<file path="src/verilog/dbg_pkg.sv">
package dbg_pkg;

    // Command frame and memory geometry
    localparam int ADDR_BITS      = 12;
    localparam int DATA_BITS      = 32;
    localparam int FRAME_BITS     = 45;  // write flag + address + data
    localparam int RSP_BITS       = 34;  // bus error, frame error, read data
    localparam int RAM_WORDS      = 1024;
    localparam int RAM_ABITS      = $clog2(RAM_WORDS);
    localparam int FRAME_CNT_BITS = $clog2(FRAME_BITS + 2);

    // AHB-Lite codes
    localparam logic [1:0] HTRANS_IDLE   = 2'b00;
    localparam logic [1:0] HTRANS_NONSEQ = 2'b10;
    localparam logic       HRESP_OKAY    = 1'b0;
    localparam logic       HRESP_ERROR   = 1'b1;
    localparam logic [2:0] HSIZE_WORD    = 3'b010;

    // Master sequencer states
    localparam logic [1:0] MST_IDLE = 2'd0;
    localparam logic [1:0] MST_ADDR = 2'd1;
    localparam logic [1:0] MST_DATA = 2'd2;

endpackage
</file>
<file path="src/verilog/dbg_cmd_if.sv">
`timescale 1ns/1ns

interface dbg_cmd_if;
    import dbg_pkg::*;

    logic                 valid;  // One-cycle strobe
    logic                 write;
    logic [ADDR_BITS-1:0] addr;   // Word address
    logic [DATA_BITS-1:0] wdata;

    modport src (
        output valid, write, addr, wdata
    );

    modport dst (
        input valid, write, addr, wdata
    );

endinterface

</file>
<file path="src/verilog/dbg_shift_in.sv">
`timescale 1ns/1ns

module dbg_shift_in (
    input  logic   clk,
    input  logic   reset,
    input  logic   tms,
    input  logic   tdi,
    dbg_cmd_if.src cmd,
    output logic   frame_err
);
    import dbg_pkg::*;

    logic [FRAME_BITS-1:0]     shreg;
    logic [FRAME_CNT_BITS-1:0] count;
    logic                      frame_end;
    logic                      length_ok;

    // Frame ends on the first tms-low sample after at least one bit
    assign frame_end = !tms && (count != '0);
    assign length_ok = (count == FRAME_CNT_BITS'(FRAME_BITS));

    always_ff @(posedge clk)
    begin
        if (reset)
        begin
            count     <= '0;
            cmd.valid <= 1'b0;
            frame_err <= 1'b0;
        end
        else
        begin
            cmd.valid <= 1'b0;
            frame_err <= 1'b0;
            if (tms)
            begin
                if (count <= FRAME_CNT_BITS'(FRAME_BITS))  // Stops one above a full frame
                    count <= count + 1'b1;
            end
            else if (frame_end)
            begin
                cmd.valid <= length_ok;
                frame_err <= !length_ok;
                count     <= '0;
            end
        end
    end

    // LSB first, so the first bit ends up in bit 0
    always_ff @(posedge clk)
    begin
        if (tms)
            shreg <= {tdi, shreg[FRAME_BITS-1:1]};
    end

    // Register is frozen while tms is low, so the fields hold through valid
    assign cmd.write = shreg[0];
    assign cmd.addr  = shreg[ADDR_BITS:1];
    assign cmd.wdata = shreg[FRAME_BITS-1:ADDR_BITS+1];

endmodule

</file>
<file path="src/flat_wrapper.sv">
// flat-port wrapper written by rule: the top's interface ports become plain ports
module dbg_shift_in_flat import dbg_pkg::*;
  (clk, reset, tms, tdi, frame_err, cmd_valid, cmd_write, cmd_addr, cmd_wdata);
  dbg_cmd_if cmd_i ();
  input  logic clk;
  input  logic reset;
  input  logic tms;
  input  logic tdi;
  output logic frame_err;
  output wire logic [$bits(cmd_i.valid)-1:0] cmd_valid;
  output wire logic [$bits(cmd_i.write)-1:0] cmd_write;
  output wire logic [$bits(cmd_i.addr)-1:0] cmd_addr;
  output wire logic [$bits(cmd_i.wdata)-1:0] cmd_wdata;
  assign cmd_valid = cmd_i.valid;
  assign cmd_write = cmd_i.write;
  assign cmd_addr = cmd_i.addr;
  assign cmd_wdata = cmd_i.wdata;
  dbg_shift_in u_core (.clk(clk), .reset(reset), .tms(tms), .tdi(tdi), .cmd(cmd_i), .frame_err(frame_err));
endmodule
</file>
<file path="config.mk">
export PLATFORM = sky130hd
export DESIGN_NAME = dbg_shift_in_flat
export DESIGN_NICKNAME = d
export VERILOG_FILES = /design/src/verilog/dbg_pkg.sv /design/src/verilog/dbg_cmd_if.sv /design/src/verilog/dbg_shift_in.sv /design/src/flat_wrapper.sv
export SDC_FILE = /design/constraint.sdc
export NUM_CORES = 1
export LEC_CHECK = 0
export BUFFER_PORTS_ARGS = -buffer_cell sky130_fd_sc_hd__buf_2
export CORE_AREA = 2 2 61 63
export DETAILED_ROUTE_END_ITERATION = 8
export DIE_AREA = 0 0 63 65
export PLACE_DENSITY = 0.86
export REMOVE_ABC_BUFFERS = 1
export SETUP_SLACK_MARGIN = 0.05
export SLEW_MARGIN = 20
export SYNTH_ARGS = -nofsm -noshare
export SYNTH_HDL_FRONTEND = slang
export SYNTH_SLANG_ARGS = --single-unit
</file>
<file path="constraint.sdc">
create_clock -name clk -period 2.3 [get_ports clk]
set_input_delay 0.23 -clock clk [delete_from_list [all_inputs] [get_ports clk]]
set_output_delay 0.23 -clock clk [all_outputs]
set_load 0.02 [all_outputs]
</file>
# Yosys cells after proc, flatten, opt, wreduce, memory -nomap -nowiden
# Cells that the tools add are included.
# totals
reg_bits	53
latchBits	0
mem_bits_rw	0
romBits	0
inputBits	4
wordCells	19
n_memories	0
# classes
n_addsub	1
multipliers	0
n_div	0
order_cmp	1
eq_ne	2
shifts	0
mux	3
n_bitwise	1
reduce_logical	7
# ops
op	n
6-bit 2-to-1 mux	3
6-bit by 1-bit adder with 6-bit output, second input constant	1
6-bit equality test, second input constant	1
6-bit <= comparator, second input constant	1
6-bit nonzero test	1
3-bit OR reduction	1
1-bit zero test	2
2-bit by 1-bit != test with 1-bit output, second input constant	1
2-bit AND reduction	1
2-bit nonzero test	1
1-bit logical AND	1
1-bit inverter	1

# Logic depth before layout (Yosys ltp)
# logic_depth
ltp_word	4
mapped_depth	6
ltp_nobuf	6

# Worst setup path before layout
# OpenSTA, ideal clock, no wires.
# synth_timing
kind	register -> register
from	register u_core.count[0]
to	register u_core.count[3]
setup_ps	88
t_arrival_ps	1448
required_ps	2212
slack_ps	764
stages_incl_launch_ff	7
synth_period_minus_slack_ps	1536
cell_sequence	dfxtp_1 -> inv_1 -> ha_1 -> and4bb_1 -> o21ai_2 -> and4_4 -> nor4_2
# synth_via
elab_chain_cells	4
word_cells_on_any_way	9
classes_between	1 x add/sub; 1 x order compare; 1 x eq/ne; 2 x mux; 4 x reduce/logical
# synth_rtl
item	line	text
start: declaration	dbg_shift_in.sv:14	logic [FRAME_CNT_BITS-1:0] count;
start signal: assignment	dbg_shift_in.sv:37	count <= count + 1'b1;
branches (longest 4 deep; another with 6-bit by 1-bit adder with 6-bit output)	--	
# Parallel ways; which one is timed is not known. The select of a mux whose other input is x is not followed.
# A chain may end at the register's enable or synchronous reset.

# Final worst setup path
# Ends and elaborated chain as after synthesis.

==> results.cfg <==
[synthesis]
ys_ff_latch = 53
yosys.area.top_type_share_pct = 75.3
synth_top_area_cell = edfxtp_1
syn_area_um2 = 1790
synth_edf_count = 45
synth.avg_cell_area_um2 = 19.7
yosysWarnings = 0
netlist_instances = 91
synth_ff_type = edfxtp_1
synthTopCellsByArea = edfxtp_1, dfxtp_1, ha_1, nor4_2, a21oi_1
ys_seq_area_share_pct = 84.2
synth_cell_types = 28
async_flop_share_pct = 0

[setup_path]
crit_required_ns = 2.58
worstSetupPathType = reg -> reg
end_kind = register
cp.arrival_ns = 2.01
start_kind = register
crit_fanout = 7

[floorplan]
io_pins = 51
die-area_um2 = 4100
die_x_um = 63
initial_utilization_pct = 51.3
rows = 22
die_h_um = 65
core_area_um2 = 3500

[timing]
rsz0062_at_grt = false
slew_viol_final = 0
setup_slack_ns = 0.567
timing.final.crit_share_pct = 75.4
fin_hold_ws_ns = 0.0483
worstMarginPinSlew_ns = 0.584
finalSetupTns_ns = 0
timing.slew.headroom_pct = 61.0
period_needed_ns = 1.73
final-setup-viol-count = 0
finClkSkew_ns = 0.00395
max_freq_mhz = 577
finalHoldViolCount = 0

[clock_tree]
cts_buffers = 5
cts-root-buf = clkbuf_4
clk_pin_slew_ns = 0.14
cts_num_sinks = 53
postCtsResizedCells = 0
cts_tree = yes
clk_latency_ns = 0.35
clock_path_buffers = 2
postCtsSetupRepairBufs = 0
htree_levels = 2
holdBufCountCts = 0

[placed_design]
numPortBuffers = 50
dpl_cell_area_um2 = 2110
hpwl_um = 1980
place_congestion = 0.791
placed_cells = 190
dp_slack_ns = 0.605

[grt]
antenna_found_initial = 0
grt_pass1_wl_um = 4350
overflow = 0
grt_usage_pct = 14.2
grt_max_degree = 31
grt_pass1_vias = 939

[drt]
firstDrtPassIters = 4
route.met2.wl_um = 1360
vias_per_cell = 5.11
num_vias = 1011
drc = 0
ant_nets = 0
top_layer = met4
dr_wl_met3_um = 211
routed_wirelength_um = 2890
post_drt_wl_per_cell_um = 14.6
first_iter_violations = 74
wl_met1_um = 1280

[worst_hold_path]
hold_class = in -> reg

[layout]
antenna-diode-count = 0
instances_no_fill = 198
final_common_cell = buf_2
final_area_um2 = 2170
final_nets = 156
areaGrowthSynthToFinish_pct = 20.9
postLayoutCoreUtil_pct = 62.0
final_cell_mix = buf_2, edfxtp_1, dfxtp_1
layout-drive-gt1-share_pct = 42.7

[power]
ir_worst_vdd_v = 0.000349
power_mw = 1.64
p_leak_nw = 0.855
powerDensity_nw_per_um2 = 758

[outcome]
status = finished clean

[flow_run]
drv_cap = 0
[report_power, final]
part	leakage [nW]	total [mW]	internal, mW	switching [mW]
combinational	0.325	0.138	0.0401	0.0975
sequential	0.505	1.12	1.10	0.0254
clock	0.0245	0.383	0.120	0.263
[cells by family (layout without fill, tap and decap cells)]
group | Yosys count | after routing | share of synthesized area, %
flip-flops | 53 | 53 | 84.2
AND/OR/NAND/NOR | 19 | 19 | 7.81
adder cells (fa/ha/maj) | 3 | 3 | 2.09
AO/OA/AOI/OAI | 13 | 13 | 5.23
buffers and inverters | 3 | 62 | 0.628
[final timing paths]
kind | start | to | slack, ns | depth (start not counted)
min reg2reg | u_core.shreg[31] | u_core.shreg[30] | 0.46 | 0
min | tdi | u_core.shreg[44] | 0.05 | 1
max reg2reg | u_core.count[0] | u_core.count[3] | 0.57 | 6
max | u_core.count[0] | u_core.count[3] | 0.57 | 6
[synth_stat cells (2+ instances only)]
master	count
dfxtp_1	8
a21oi_1	3
nor4_2	2
o21ai_1	2
ha_1	3
edfxtp_1	45
nor2b_1	2
inv_1	3
nand2_1	3
nand3_1	2
[final cells by class]
cell class,instances,area (um^2)
clock buffers,6,41.3
clock inverters,2,15.0
fillers,279,1330
inverters,3,11.3
multi-input cells,35,272
flip-flops and latches,53,1510
well taps,48,60.1
repair buffers,51,258
[registers in the layout (all words and copies together), names as in the netlist]
| name | flops |
|---|---|
| u_core.cmd.valid | 1 |
| u_core.count | 6 |
| u_core.frame_err | 1 |
| u_core.shreg | 45 |
[worst max-delay path, cell delays in order, from the launching register on]
cell and delay (ns):
dfxtp_1 0.47, inv_1 0.09, ha_1 0.25, and4bb_1 0.33, o21ai_2 0.12, and4_4 0.22
nor4_2 0.18
[routing by layer]
layer	vias up	GRT usage, %
li1	476	-
met1	484	19.3
met2	44	21.3
met3	7	4.86
met4	0	5.56
met5	-	0
(Power assumes the default switching activity.)
