## config.mk

```make
export PLATFORM = sky130hd
export DESIGN_NAME = dbg_shift_out
export DESIGN_NICKNAME = d
export VERILOG_FILES = /design/src/verilog/dbg_pkg.sv /design/src/verilog/dbg_shift_out.sv
export SDC_FILE = /design/constraint.sdc
export NUM_CORES = 1
export LEC_CHECK = 0
export BUFFER_PORTS_ARGS = -buffer_cell sky130_fd_sc_hd__buf_2
export CAP_MARGIN = 30
export CORE_MARGIN = 10
export CORE_UTILIZATION = 47
export CTS_CLUSTER_DIAMETER = 100
export CTS_CLUSTER_SIZE = 8
export DETAILED_ROUTE_END_ITERATION = 10
export PLACE_DENSITY = 0.74
export SYNTH_ARGS = -nofsm -noshare
export SYNTH_HDL_FRONTEND = slang
export SYNTH_SLANG_ARGS = --single-unit
```

## constraint.sdc

```tcl
create_clock -name clk -period 1 [get_ports clk]
set_input_delay 0.2 -clock clk [delete_from_list [all_inputs] [get_ports clk]]
set_output_delay 0.2 -clock clk [all_outputs]
set_load 0.02 [all_outputs]
```

## src/verilog/dbg_pkg.sv

```systemverilog
package dbg_pkg;

    // Command frame and memory geometry
    localparam int ADDR_BITS      = 12;
    localparam int DATA_BITS      = 32;
    localparam int FRAME_BITS     = 45;  // write flag + address + data
    localparam int RSP_BITS       = 34;  // bus error, frame error, read data
    localparam int RAM_WORDS      = 1024;
    localparam int RAM_ABITS      = $clog2(RAM_WORDS);
    localparam int FRAME_CNT_BITS = $clog2(FRAME_BITS + 2);

    // AHB-Lite codes
    localparam logic [1:0] HTRANS_IDLE   = 2'b00;
    localparam logic [1:0] HTRANS_NONSEQ = 2'b10;
    localparam logic       HRESP_OKAY    = 1'b0;
    localparam logic       HRESP_ERROR   = 1'b1;
    localparam logic [2:0] HSIZE_WORD    = 3'b010;

    // Master sequencer states
    localparam logic [1:0] MST_IDLE = 2'd0;
    localparam logic [1:0] MST_ADDR = 2'd1;
    localparam logic [1:0] MST_DATA = 2'd2;

endpackage
```

## src/verilog/dbg_shift_out.sv

```systemverilog
`timescale 1ns/1ns

module dbg_shift_out (
    input  logic                         clk,
    input  logic                         reset,
    input  logic                         tms,
    input  logic                         rsp_valid,
    input  logic [dbg_pkg::RSP_BITS-1:0] rsp_word,
    input  logic                         frame_err,
    output logic                         tdo
);
    import dbg_pkg::*;

    logic [RSP_BITS-1:0] rsp_reg;

    always_ff @(posedge clk)
    begin
        if (reset)
            rsp_reg <= '0;
        else if (rsp_valid)
            rsp_reg <= rsp_word;
        else if (frame_err)
            rsp_reg <= RSP_BITS'(2);  // Only the length error flag
        else if (tms)
            rsp_reg <= {1'b0, rsp_reg[RSP_BITS-1:1]};
    end

    // Bit 0 is visible before the first shift of the frame
    assign tdo = rsp_reg[0];

endmodule

```

---- Word-level counts from Yosys, hierarchy flattened ----
Index checks and enable logic that the tools add are counted.
storage, ports and cells
  register bits ........................... 34
  input port bits ......................... 39
  output and inout port bits .............. 1
  word-level logic and storage cells ...... 5
cells by class
  mux-type cells .......................... 3
  reductions and logical operators ........ 1
operators by type and width
  kind                number
  two-way mux 34 bit  3
  nonzero test 3 bit  1

---- Depth between registers and ports, before layout ----
Gate-level depths: netlist of run 1.
  depth in word-level cells ............... 3
  mapped depth ............................ 4
  depth with buffers taken out ............ 2

---- Worst setup path after synthesis of run 1 ----
OpenSTA, ideal clock, no wires.
  kind .................................... input to register
  start point ............................. in frame_err
  end point ............................... reg rsp_reg[0]
  setup time .............................. 0.068 ns
  data arrival time ....................... 0.966 ns
  data required time ...................... 0.932 ns
  setup slack ............................. -0.033 ns
  stages .................................. 4
  path buffers ............................ 2
  cells stage by stage .................... or3_1 buf_6 buf_12 o2bb2ai_2
between the ends
  cells in the longest elaborated chain, start to end .. 2
  elaborated cells between the ends (all ways) .. 3
  those cells by class .................... 2 x mux; 1 x reduce/logical
RTL lines
  element                 line                 source
  start: declaration      dbg_shift_out.sv:9   input logic frame_err,
  two-way mux 34 bit      dbg_shift_out.sv:22  else if (frame_err)
  two-way mux 34 bit      dbg_shift_out.sv:20  else if (rsp_valid)
  end signal: assignment  dbg_shift_out.sv:21  rsp_reg <= rsp_word;
  end signal: assignment  dbg_shift_out.sv:25  rsp_reg <= {1'b0, rsp_reg[RSP_BITS-1:1]};
  end: declaration        dbg_shift_out.sv:14  logic [RSP_BITS-1:0] rsp_reg;
Parallel ways exist; a longest one is shown, timed or not.
A chain may end at the register's enable or synchronous reset.

==> summary.txt, run 1 <==
Die
  – # IOs: 40
  – Initial Utilization: 48.7%
  – CORE AREA: 0.00336 mm2
  – Die area: approximately 0.0062 mm2
  – Die width: roughly 79 um
  – Row count: 21
  – Die H: 79.0 um

Synth
  – Syn Area/Cell: 13.8 um2
  – Post-synth top area share: 41.6%
  – Cell taking the most area after synthesis: dfxtp_1
  – Net Count, Synth: between 150 and 200
  – Yosys warns: 0
  – Mapped Cells: about 120
  – Area contributors post-synth: dfxtp_1 (42%), o2bb2ai_2 (28%), mux2i_1 (20%)
  – Synth Register Bits: 34
  – Yosys cell types: 16
  – Part of the Yosys area used for sequential elements: 41.6%
  – Syn Std Cell Area: 0.00164 mm2

CTS
  – H-tree depth: 2
  – CTS tree: built
  – Clock buffer depth: 2
  – Clock transition at path regs: 100 ps
  – Clock root cell: clkbuf_4
  – Worst-Skew Late Latency: 330 ps
  – # clock sinks: 34
  – CTS Buf Count: 5
  – Setup bufs post-CTS: 0

Worst setup path
  – CP Cell Sequence: or4b_4, a21oi_2
  – Crit end category: register
  – CP arrival: about 1300 ps
  – Slowest Stage Delay on Critical Path: 460 ps
  – Crit-path max FO: 2
  – Crit path kind: register to register
  – Slowest cell on the critical path: or4b_4
  – CP top delay family: simple AND/OR/NAND/NOR gates
  – Worst Path Buf+Inv: 0
  – Crit path required time: between 1000 and 1500 ps
  – Critical Path Source Type: register

STA
  – Worst-Margin Slew: 195 ps
  – Hold Slack: 61.3 ps
  – Clk_skew: 6.44 ps
  – RSZ-0062 raised after global routing: yes
  – Final Hold Fails: 0
  – Fmax: 1000 MHz
  – Relative slew slack: about 87%
  – Final min period: approximately 1000 ps
  – Period utilization: 99.6%
  – Final Max Tran Viols: 0
  – # setup viols final: 0

Drt
  – Via count: 1059
  – Drt drc: 0
  – Pre-antenna DRT Iters: 2
  – Wire per inst: 14.4 um
  – Via density: 5.12
  – WL final: 2.98 mm
  – DRT antenna net count: 0
  – DR iter-0 viols: 27

Outcome
  – Status: completed

Finish
  – Filler cell count: 290
  – Syn-to-layout area delta: 20.4%
  – Antenna fix cells: 0
  – Share of cells above drive strength 1: 54.0%
  – Final net count: 200
  – Max reg flops: 34
  – Non-filler cells, final: 207
  – Post-route design area: 0.00197 mm2

Worst hold path
  – HP Class: input pin to register

Place
  – Gpl congestion: approximately 0.74
  – DP HPWL: 2.30 mm
  – Port Buffers: 39
  – Cells after DPL: 200
  – Post-DP Area: around 0.0019 mm2

Pwr
  – Pwr dens: ~1300 mW/mm2
  – Max VDD drop: 0.848 mV
  – Leak pwr: 0.817 nW
  – Post-layout power: 2.56 mW

Global route
  – Vias in the first global route: approximately 1100
  – First-pass GRT wire length: between 4 and 5 mm
  – Global Route Usage Sum: 10.0%
  – Initial antenna violation count: 0
  – Largest net degree at the start of global routing: 33
  – GRT overflow: 0

Job
  – MaxCap Viol Count: 0
==> cell usage after synthesis <==
cell type / instances
inv_1: 1
mux2i_1: 33
o2bb2ai_2: 30
buf_12: 3
a221oi_1: 1
or3_1: 1
buf_2: 7
clkbuf_1: 1
nor2b_1: 1
nand2_1: 1
buf_6: 1
nor2_1: 1
o2bb2ai_1: 2
dfxtp_1: 34
a21oi_1: 1
or4b_1: 1
==> worst paths after layout <==
path / cells after the start / from / slack, ps / endpoint
worst max-delay path: 2 / rsp_reg[33] / 4 / rsp_reg[33]
worst min-delay path: 2 / rsp_word[27] / 60 / rsp_reg[27]
worst max register to register: 2 / rsp_reg[33] / 4 / rsp_reg[33]
worst min register to register: 2 / rsp_reg[30] / 540 / rsp_reg[30]
==> final cells by class <==
| type | instances | area [um2] | share of cell area [%] |
|---|---|---|---|
| Timing Repair Buffer | 47 | 324 | 16.4 |
| Sequential cell | 34 | 683 | 34.7 |
| Clock buffer | 7 | 45.0 | 2.29 |
| Inverter | 1 | 3.75 | 0.190 |
| Tap cell | 46 | 57.6 | 2.92 |
| Multi-Input combinational cell | 72 | 857 | 43.5 |
==> stage by stage <==
step           TNS, ps  util [%]  setup slack, ps
3_5_place_dp     -3810      56.8             -167
4_1_cts          -5.82      58.3            -5.82
3_3_place_gp     -3160      56.8             -122
5_1_grt          -66.0      58.6            -34.3
6_report             0      58.6             4.37
2_1_floorplan     -274         -            -9.13
==> repair_timing <==
item                       CTS  global route
hold buffers                 0             0
setup endpoints to repair    1             2
resized for setup            3             3
==> cell families after synthesis <==
family | Yosys count | share of synthesized area (%)
AO/OA/AOI/OAI | 34 | 29.4
buffers and inverters | 13 | 6.96
flip-flops | 34 | 41.6
multiplexers | 33 | 20.2
AND/OR/NAND/NOR | 5 | 1.83
==> power by group <==
part | internal, mW | total (mW) | switching, mW
clock network | 0.265 | 0.682 | 0.418
logic | 0.231 | 0.421 | 0.190
registers | 1.43 | 1.46 | 0.0360
total | 1.92 | 2.56 | 0.644
==> cell usage in the layout, fill, tap and decap left out <==
cell and instances:
a21oi_2 1, a221oi_1 1, buf_12 5, buf_2 38, buf_4 3, buf_6 1, clkbuf_1 2, clkbuf_4 5
dfxtp_1 32, dfxtp_2 2, inv_1 1, mux2i_1 33, nand2_1 1, nor2_1 1, nor2b_4 1, o2bb2ai_1 2
o2bb2ai_2 30, or3_1 1, or4b_4 1
==> layer usage <==
metal  wire length, um  track usage, %  vias to the layer above
met5                 0               0                        -
met4                61            5.38                        0
met3               210            5.18                        8
met2              1380            15.4                       29
met1              1330            11.0                      486
li1                  -               -                      536
Power figures use the tool's default switching activity.
==> run 2, diff against run 1 <==
--- a/config.mk
+++ b/config.mk
@@ -13,6 +13,7 @@
 export CTS_CLUSTER_SIZE = 8
 export DETAILED_ROUTE_END_ITERATION = 10
 export PLACE_DENSITY = 0.74
+export SETUP_SLACK_MARGIN = 0.3
 export SYNTH_ARGS = -nofsm -noshare
 export SYNTH_HDL_FRONTEND = slang
 export SYNTH_SLANG_ARGS = --single-unit
==> summary.txt, run 2 (synthesis results as in run 1) <==
Worst setup path
  – Worst Path Buf+Inv: 1 (+1)
  – CP arrival: 790 ps (-480 ps)
  – Critical Path Source Type: register
  – CP top delay family: flip-flops
  – CP Cell Sequence: buf_6
  – Slowest cell on the critical path: dfxtp_2
  – Crit path required time: 800 ps (-480 ps)
  – CP Launch Point: rsp_reg[0]
  – RR Startpoint: rsp_reg[33]
  – Crit-path max FO: 2 (unchanged)
  – Crit end category: output pin
  – Slowest Stage Delay on Critical Path: 350 ps (-110 ps)
  – Crit path kind: register to output pin

Die
  – Die area: 0.00624 mm2 (unchanged)
  – Row count: 21 (unchanged)
  – Die width: 79.0 um (unchanged)
  – # IOs: 40 (unchanged)
  – Die H: 79.0 um (unchanged)
  – CORE AREA: 0.00336 mm2 (unchanged)
  – Initial Utilization: 48.7% (unchanged)

Pwr
  – Pint: 2.06 mW (+7.2%)
  – Post-layout power: 2.76 mW (+7.5%)
  – Max VDD drop: 0.741 mV (-13%)
  – Sw Pwr: 0.698 mW (+8.5%)
  – Pwr dens: 1190 mW/mm2 (-8.5%)
  – Combinational power share: 20.3% (+3.9 points)
  – Sw frac: 25.3% (+0.22 points)
  – Power share of the clock group: 26.5% (about the same)
  – Sequential cell fraction of total power: 53.2% (-3.8 points)
  – Leak pwr: 0.946 nW (+16%)

Finish
  – Max reg flops: 34 (unchanged)
  – Non-filler cells, final: 216 (+4.3%)
  – Most frequent cells in the layout: buf_2 (36), mux2i_1 (30), dfxtp_1 (29)
  – Final net count: 210 (+5.0%)
  – Most common cell after layout, fill and taps aside: buf_2
  – Syn-to-layout area delta: 41.4%
  – Share of cells above drive strength 1: 62.9% (+8.9 points)
  – Antenna fix cells: 0 (unchanged)

Global route
  – Vias in the first global route: 1221 (+9.9%)
  – GRT overflow: 0 (unchanged)
  – Initial antenna violation count: 0 (unchanged)
  – Global Route Usage Sum: 11.8% (+1.7 points)
  – First-pass GRT wire length: 5.77 mm (+16%)
  – Largest net degree at the start of global routing: 21 (-36%)

Place
  – DP HPWL: 2.41 mm (+4.7%)
  – Gpl congestion: 0.688 (-7.5%)
  – DP Worst Slack: -252 ps (-85.1 ps)
  – Port Buffers: 39 (unchanged)
  – Cells after DPL: 202 (+1.0%)

STA
  – Final Max Tran Viols: 0 (unchanged)
  – Worst-Margin Slew: 281 ps (+86.0 ps)
  – # setup viols final: 0 (unchanged)
  – Relative slew slack: 80.7% (-5.9 points)
  – Fmax: 1010 MHz (+0.51%)
  – Worst setup margin: 9.40 ps (+5.02 ps)
  – RSZ-0062 raised after global routing: yes
  – Final min period: 991 ps (-5.02 ps)
  – Final Hold Fails: 0 (unchanged)
  – Period utilization: 99.1% (-0.50 points)
  – Hold Slack: 58.6 ps (-2.67 ps)
  – Clk_skew: 8.82 ps (+2.38 ps)

CTS
  – CTS Buf Count: 5 (unchanged)
  – Worst-Skew Late Latency: 330 ps (about the same)
  – Clock transition at path regs: 100 ps (about the same)
  – Clock buffer depth: 2 (unchanged)
  – # clock sinks: 34 (unchanged)
  – H-tree depth: 2 (unchanged)
  – Clock root cell: clkbuf_4
  – CTS tree: built

Drt
  – WL final: 3.61 mm (+21%)
  – Wire per inst: 16.7 um (+16%)
  – DRT antenna net count: 0 (unchanged)
  – Drt drc: 0 (unchanged)
  – DR iter-0 viols: 40 (+48%)
  – Pre-antenna DRT Iters: 4 (+2)
  – Via count: 1120 (+5.8%)
  – Via density: 5.19 (+1.4%)

Job
  – MaxCap Viol Count: 0 (unchanged)

Worst hold path
  – Hold Path Origin: rsp_word[27]
  – HP Class: input pin to register

Outcome
  – Status: completed
## run 2: cell types whose count changed in the layout (fill, tap and decap cells not counted), sizes merged
cell    previous run  this run
clkbuf             7         6
buf               47        57
## run 2: layout make-up
| class | count | area, um2 |
|---|---|---|
| Sequential cell | 34 | 687 |
| Fill cell | 261 | 1050 |
| Clock buffer | 6 | 51.3 |
| Tap cell | 46 | 57.6 |
| Multi-Input combinational cell | 72 | 995 |
| Timing Repair Buffer | 57 | 520 |
| Inverter | 1 | 3.75 |
## run 2: per-stage QoR
step | cell area (um2) | util, % | TNS, ps
floorplan | 1650 | - | -274
global placement | 1930 | 57.3 | -6490
detailed placement | 1930 | 57.3 | -7460
CTS | 2210 | 65.6 | -8.17
global route | 2310 | 68.8 | -58.4
finish | 2310 | 68.8 | 0
## run 2: power groups by stage
| stage | clock network [mW] | registers [mW] | logic (mW) |
|---|---|---|---|
| 6_report | 0.732 | 1.47 | 0.559 |
| 3_5_place_dp | 0 | 1.49 | 0.431 |
| 2_1_floorplan | 0 | 1.48 | 0.281 |
| 5_1_grt | 0.840 | 1.48 | 0.593 |
| 3_3_place_gp | 0 | 1.49 | 0.416 |
| 4_1_cts | 0.757 | 1.47 | 0.519 |
## run 2: layer usage
layer,global-route usage [%],vias to the layer above,share of wire [%]
li1,-,558,-
met1,14.0,525,43
met2,17.7,31,49
met3,5.63,6,6.5
met4,4.84,0,1.6
met5,0,-,0
## run 2: worst paths after layout
| path | to | depth (start not counted) | slack [ps] |
|---|---|---|---|
| max | tdo | 1 | 9 |
| min | rsp_reg[27] | 2 | 60 |
| max reg2reg | rsp_reg[33] | 2 | 20 |
| min reg2reg | rsp_reg[14] | 2 | 560 |
## run 2: timing repair
action	in CTS	in global routing
buffers inserted	2	2
setup endpoints to repair	35	35
resized for setup	22	9
pin swaps	5	3
hold buffers	0	0
cloned	4	0
==> run 3, diff against run 2 <==
--- a/config.mk
+++ b/config.mk
@@ -5,7 +5,7 @@
 export SDC_FILE = /design/constraint.sdc
 export NUM_CORES = 1
 export LEC_CHECK = 0
-export BUFFER_PORTS_ARGS = -buffer_cell sky130_fd_sc_hd__buf_2
+export BUFFER_PORTS_ARGS = -buffer_cell sky130_fd_sc_hd__clkbuf_2
 export CAP_MARGIN = 30
 export CORE_MARGIN = 10
 export CORE_UTILIZATION = 47
==> summary.txt, run 3 (synthesis results as in run 1) <==
Pwr
  – Post-layout power: 3.10 mW (+12%)
  – Max VDD drop: 0.786 mV (+6.1%)
  – Sw frac: 24.2% (-1.1 points)
  – Power share of the clock group: 33.0% (+6.5 points)
  – Pwr dens: 1260 mW/mm2 (+6.1%)
  – Combinational power share: 19.4% (-0.9 points)
  – Sw Pwr: 0.750 mW (+7.4%)
  – Leak pwr: 0.995 nW (+5.1%)
  – Sequential cell fraction of total power: 47.5% (-5.7 points)
  – Pint: 2.35 mW (+14%)

Global route
  – Vias in the first global route: 1233 (+0.98%)
  – Largest net degree at the start of global routing: 21 (unchanged)
  – Global Route Usage Sum: 11.6% (-0.12 points)
  – Initial antenna violation count: 0 (unchanged)
  – GRT overflow: 0 (unchanged)
  – First-pass GRT wire length: 5.79 mm (+0.36%)

Finish
  – Syn-to-layout area delta: 50.0%
  – Most frequent cells in the layout: clkbuf_2 (37), mux2i_1 (28), dfxtp_1 (27)
  – Final net count: 212 (+0.95%)
  – Max reg flops: 34 (unchanged)
  – Most common cell after layout, fill and taps aside: clkbuf_2
  – Antenna fix cells: 0 (unchanged)
  – Share of cells above drive strength 1: 65.9% (+3.0 points)
  – Post-route design area: 0.00245 mm2 (+6.1%)
  – Non-filler cells, final: 219 (+1.4%)
  – Core Util, Final: 73.0% (+4.2 points)

STA
  – Worst setup margin: -1.63 ps (-11.0 ps)
  – Fmax: 998 MHz (-1.1%)
  – Final Max Tran Viols: 0 (unchanged)
  – Final Hold Fails: 0 (unchanged)
  – Worst-Margin Slew: 264 ps (-17.6 ps)
  – Final TNS setup: -1.63 ps (-1.63 ps)
  – Clk_skew: 2.20 ps (-6.63 ps)
  – RSZ-0062 raised after global routing: yes
  – # setup viols final: 1 (+1)
  – Final min period: 1000 ps (+11.0 ps)
  – Period utilization: 100% (+1.1 points)
  – Relative slew slack: 81.9% (+1.2 points)
  – Hold Slack: 65.5 ps (+6.91 ps)

CTS
  – H-tree depth: 2 (unchanged)
  – Clock transition at path regs: 100 ps (about the same)
  – CTS tree: built
  – CTS Buf Count: 5 (unchanged)
  – Hold_buf cts: 0 (unchanged)
  – # clock sinks: 34 (unchanged)
  – Clock root cell: clkbuf_4
  – Worst-Skew Late Latency: 330 ps (about the same)
  – Clock buffer depth: 2 (unchanged)

Drt
  – Wire per inst: 17.4 um (+4.3%)
  – Via density: 5.15 (-0.67%)
  – Via count: 1128 (+0.71%)
  – WL final: 3.81 mm (+5.7%)
  – DRT antenna net count: 0 (unchanged)
  – Drt drc: 0 (unchanged)
  – DR iter-0 viols: 30 (-25%)
  – Pre-antenna DRT Iters: 3 (-1)

Worst setup path
  – Slowest Stage Delay on Critical Path: 360 ps (about the same)
  – Crit path kind: register to output pin
  – Crit-path max FO: 2 (unchanged)
  – CP arrival: 800 ps (about the same)
  – RR Startpoint: rsp_reg[33]
  – CP Launch Point: rsp_reg[0]
  – Crit end category: output pin
  – CP Cell Sequence: buf_8
  – Slowest cell on the critical path: dfxtp_2
  – Critical Path Source Type: register
  – CP top delay family: flip-flops
  – Worst Path Buf+Inv: 1 (unchanged)
  – Crit path required time: 800 ps (about the same)

Die
  – Die width: 79.0 um (unchanged)
  – CORE AREA: 0.00336 mm2 (unchanged)
  – Die area: 0.00624 mm2 (unchanged)
  – Initial Utilization: 48.7% (unchanged)
  – # IOs: 40 (unchanged)
  – Die H: 79.0 um (unchanged)
  – Row count: 21 (unchanged)

Place
  – Post-DP Area: 0.00193 mm2 (unchanged)
  – DP HPWL: 2.44 mm (+1.4%)
  – Gpl congestion: 0.680 (-1.1%)
  – DP Worst Slack: -246 ps (+6.14 ps)
  – Port Buffers: 39 (unchanged)
  – Cells after DPL: 202 (unchanged)

Worst hold path
  – HP Class: input pin to register
  – Hold Path Origin: rsp_word[7]

Job
  – MaxCap Viol Count: 0 (unchanged)

Outcome
  – Failing checks: setup timing
  – Status: finished with violations
-- run 3: routing by layer --
metal  wire length [um]  vias up  GRT usage (%)
met5                  0        -              0
met4                 38        0           4.30
met3                347        4           7.09
met2               1920       32           17.7
met1               1500      525           13.0
li1                   -      567              -
-- run 3: final timing paths --
path / cells after the start / to / slack (ps)
worst max register to register: 2 / rsp_reg[33] / 10
worst max-delay path: 1 / tdo / -2
worst min-delay path: 2 / rsp_reg[7] / 70
worst min register to register: 2 / rsp_reg[14] / 560
-- run 3: timing repair --
action                                 4_1_cts  5_1_grt
pin swaps                                    4        2
gates resized for setup                     21       22
buffers inserted                             4        2
setup endpoints to repair                   35       35
cloned                                       4        0
endpoints found under the hold margin        0        0
-- run 3: power by group through the flow --
stage / Clock [mW] / Sequential [mW] / Combinational, mW
after floorplan: 0 / 1.48 / 0.281
after global placement: 0 / 1.49 / 0.416
after detailed placement: 0 / 1.49 / 0.430
after CTS: 1.06 / 1.47 / 0.520
after global routing: 1.11 / 1.48 / 0.636
final: 1.03 / 1.47 / 0.602
-- run 3: cell type report --
| type | instances | area [um2] |
|---|---|---|
| Fill cell | 239 | 908 |
| Inverter | 1 | 3.75 |
| Clock buffer | 6 | 51.3 |
| Sequential cell | 34 | 689 |
| Timing Repair Buffer | 59 | 553 |
| Tap cell | 46 | 57.6 |
| Clock inverter | 1 | 30.0 |
| Multi-Input combinational cell | 72 | 1070 |
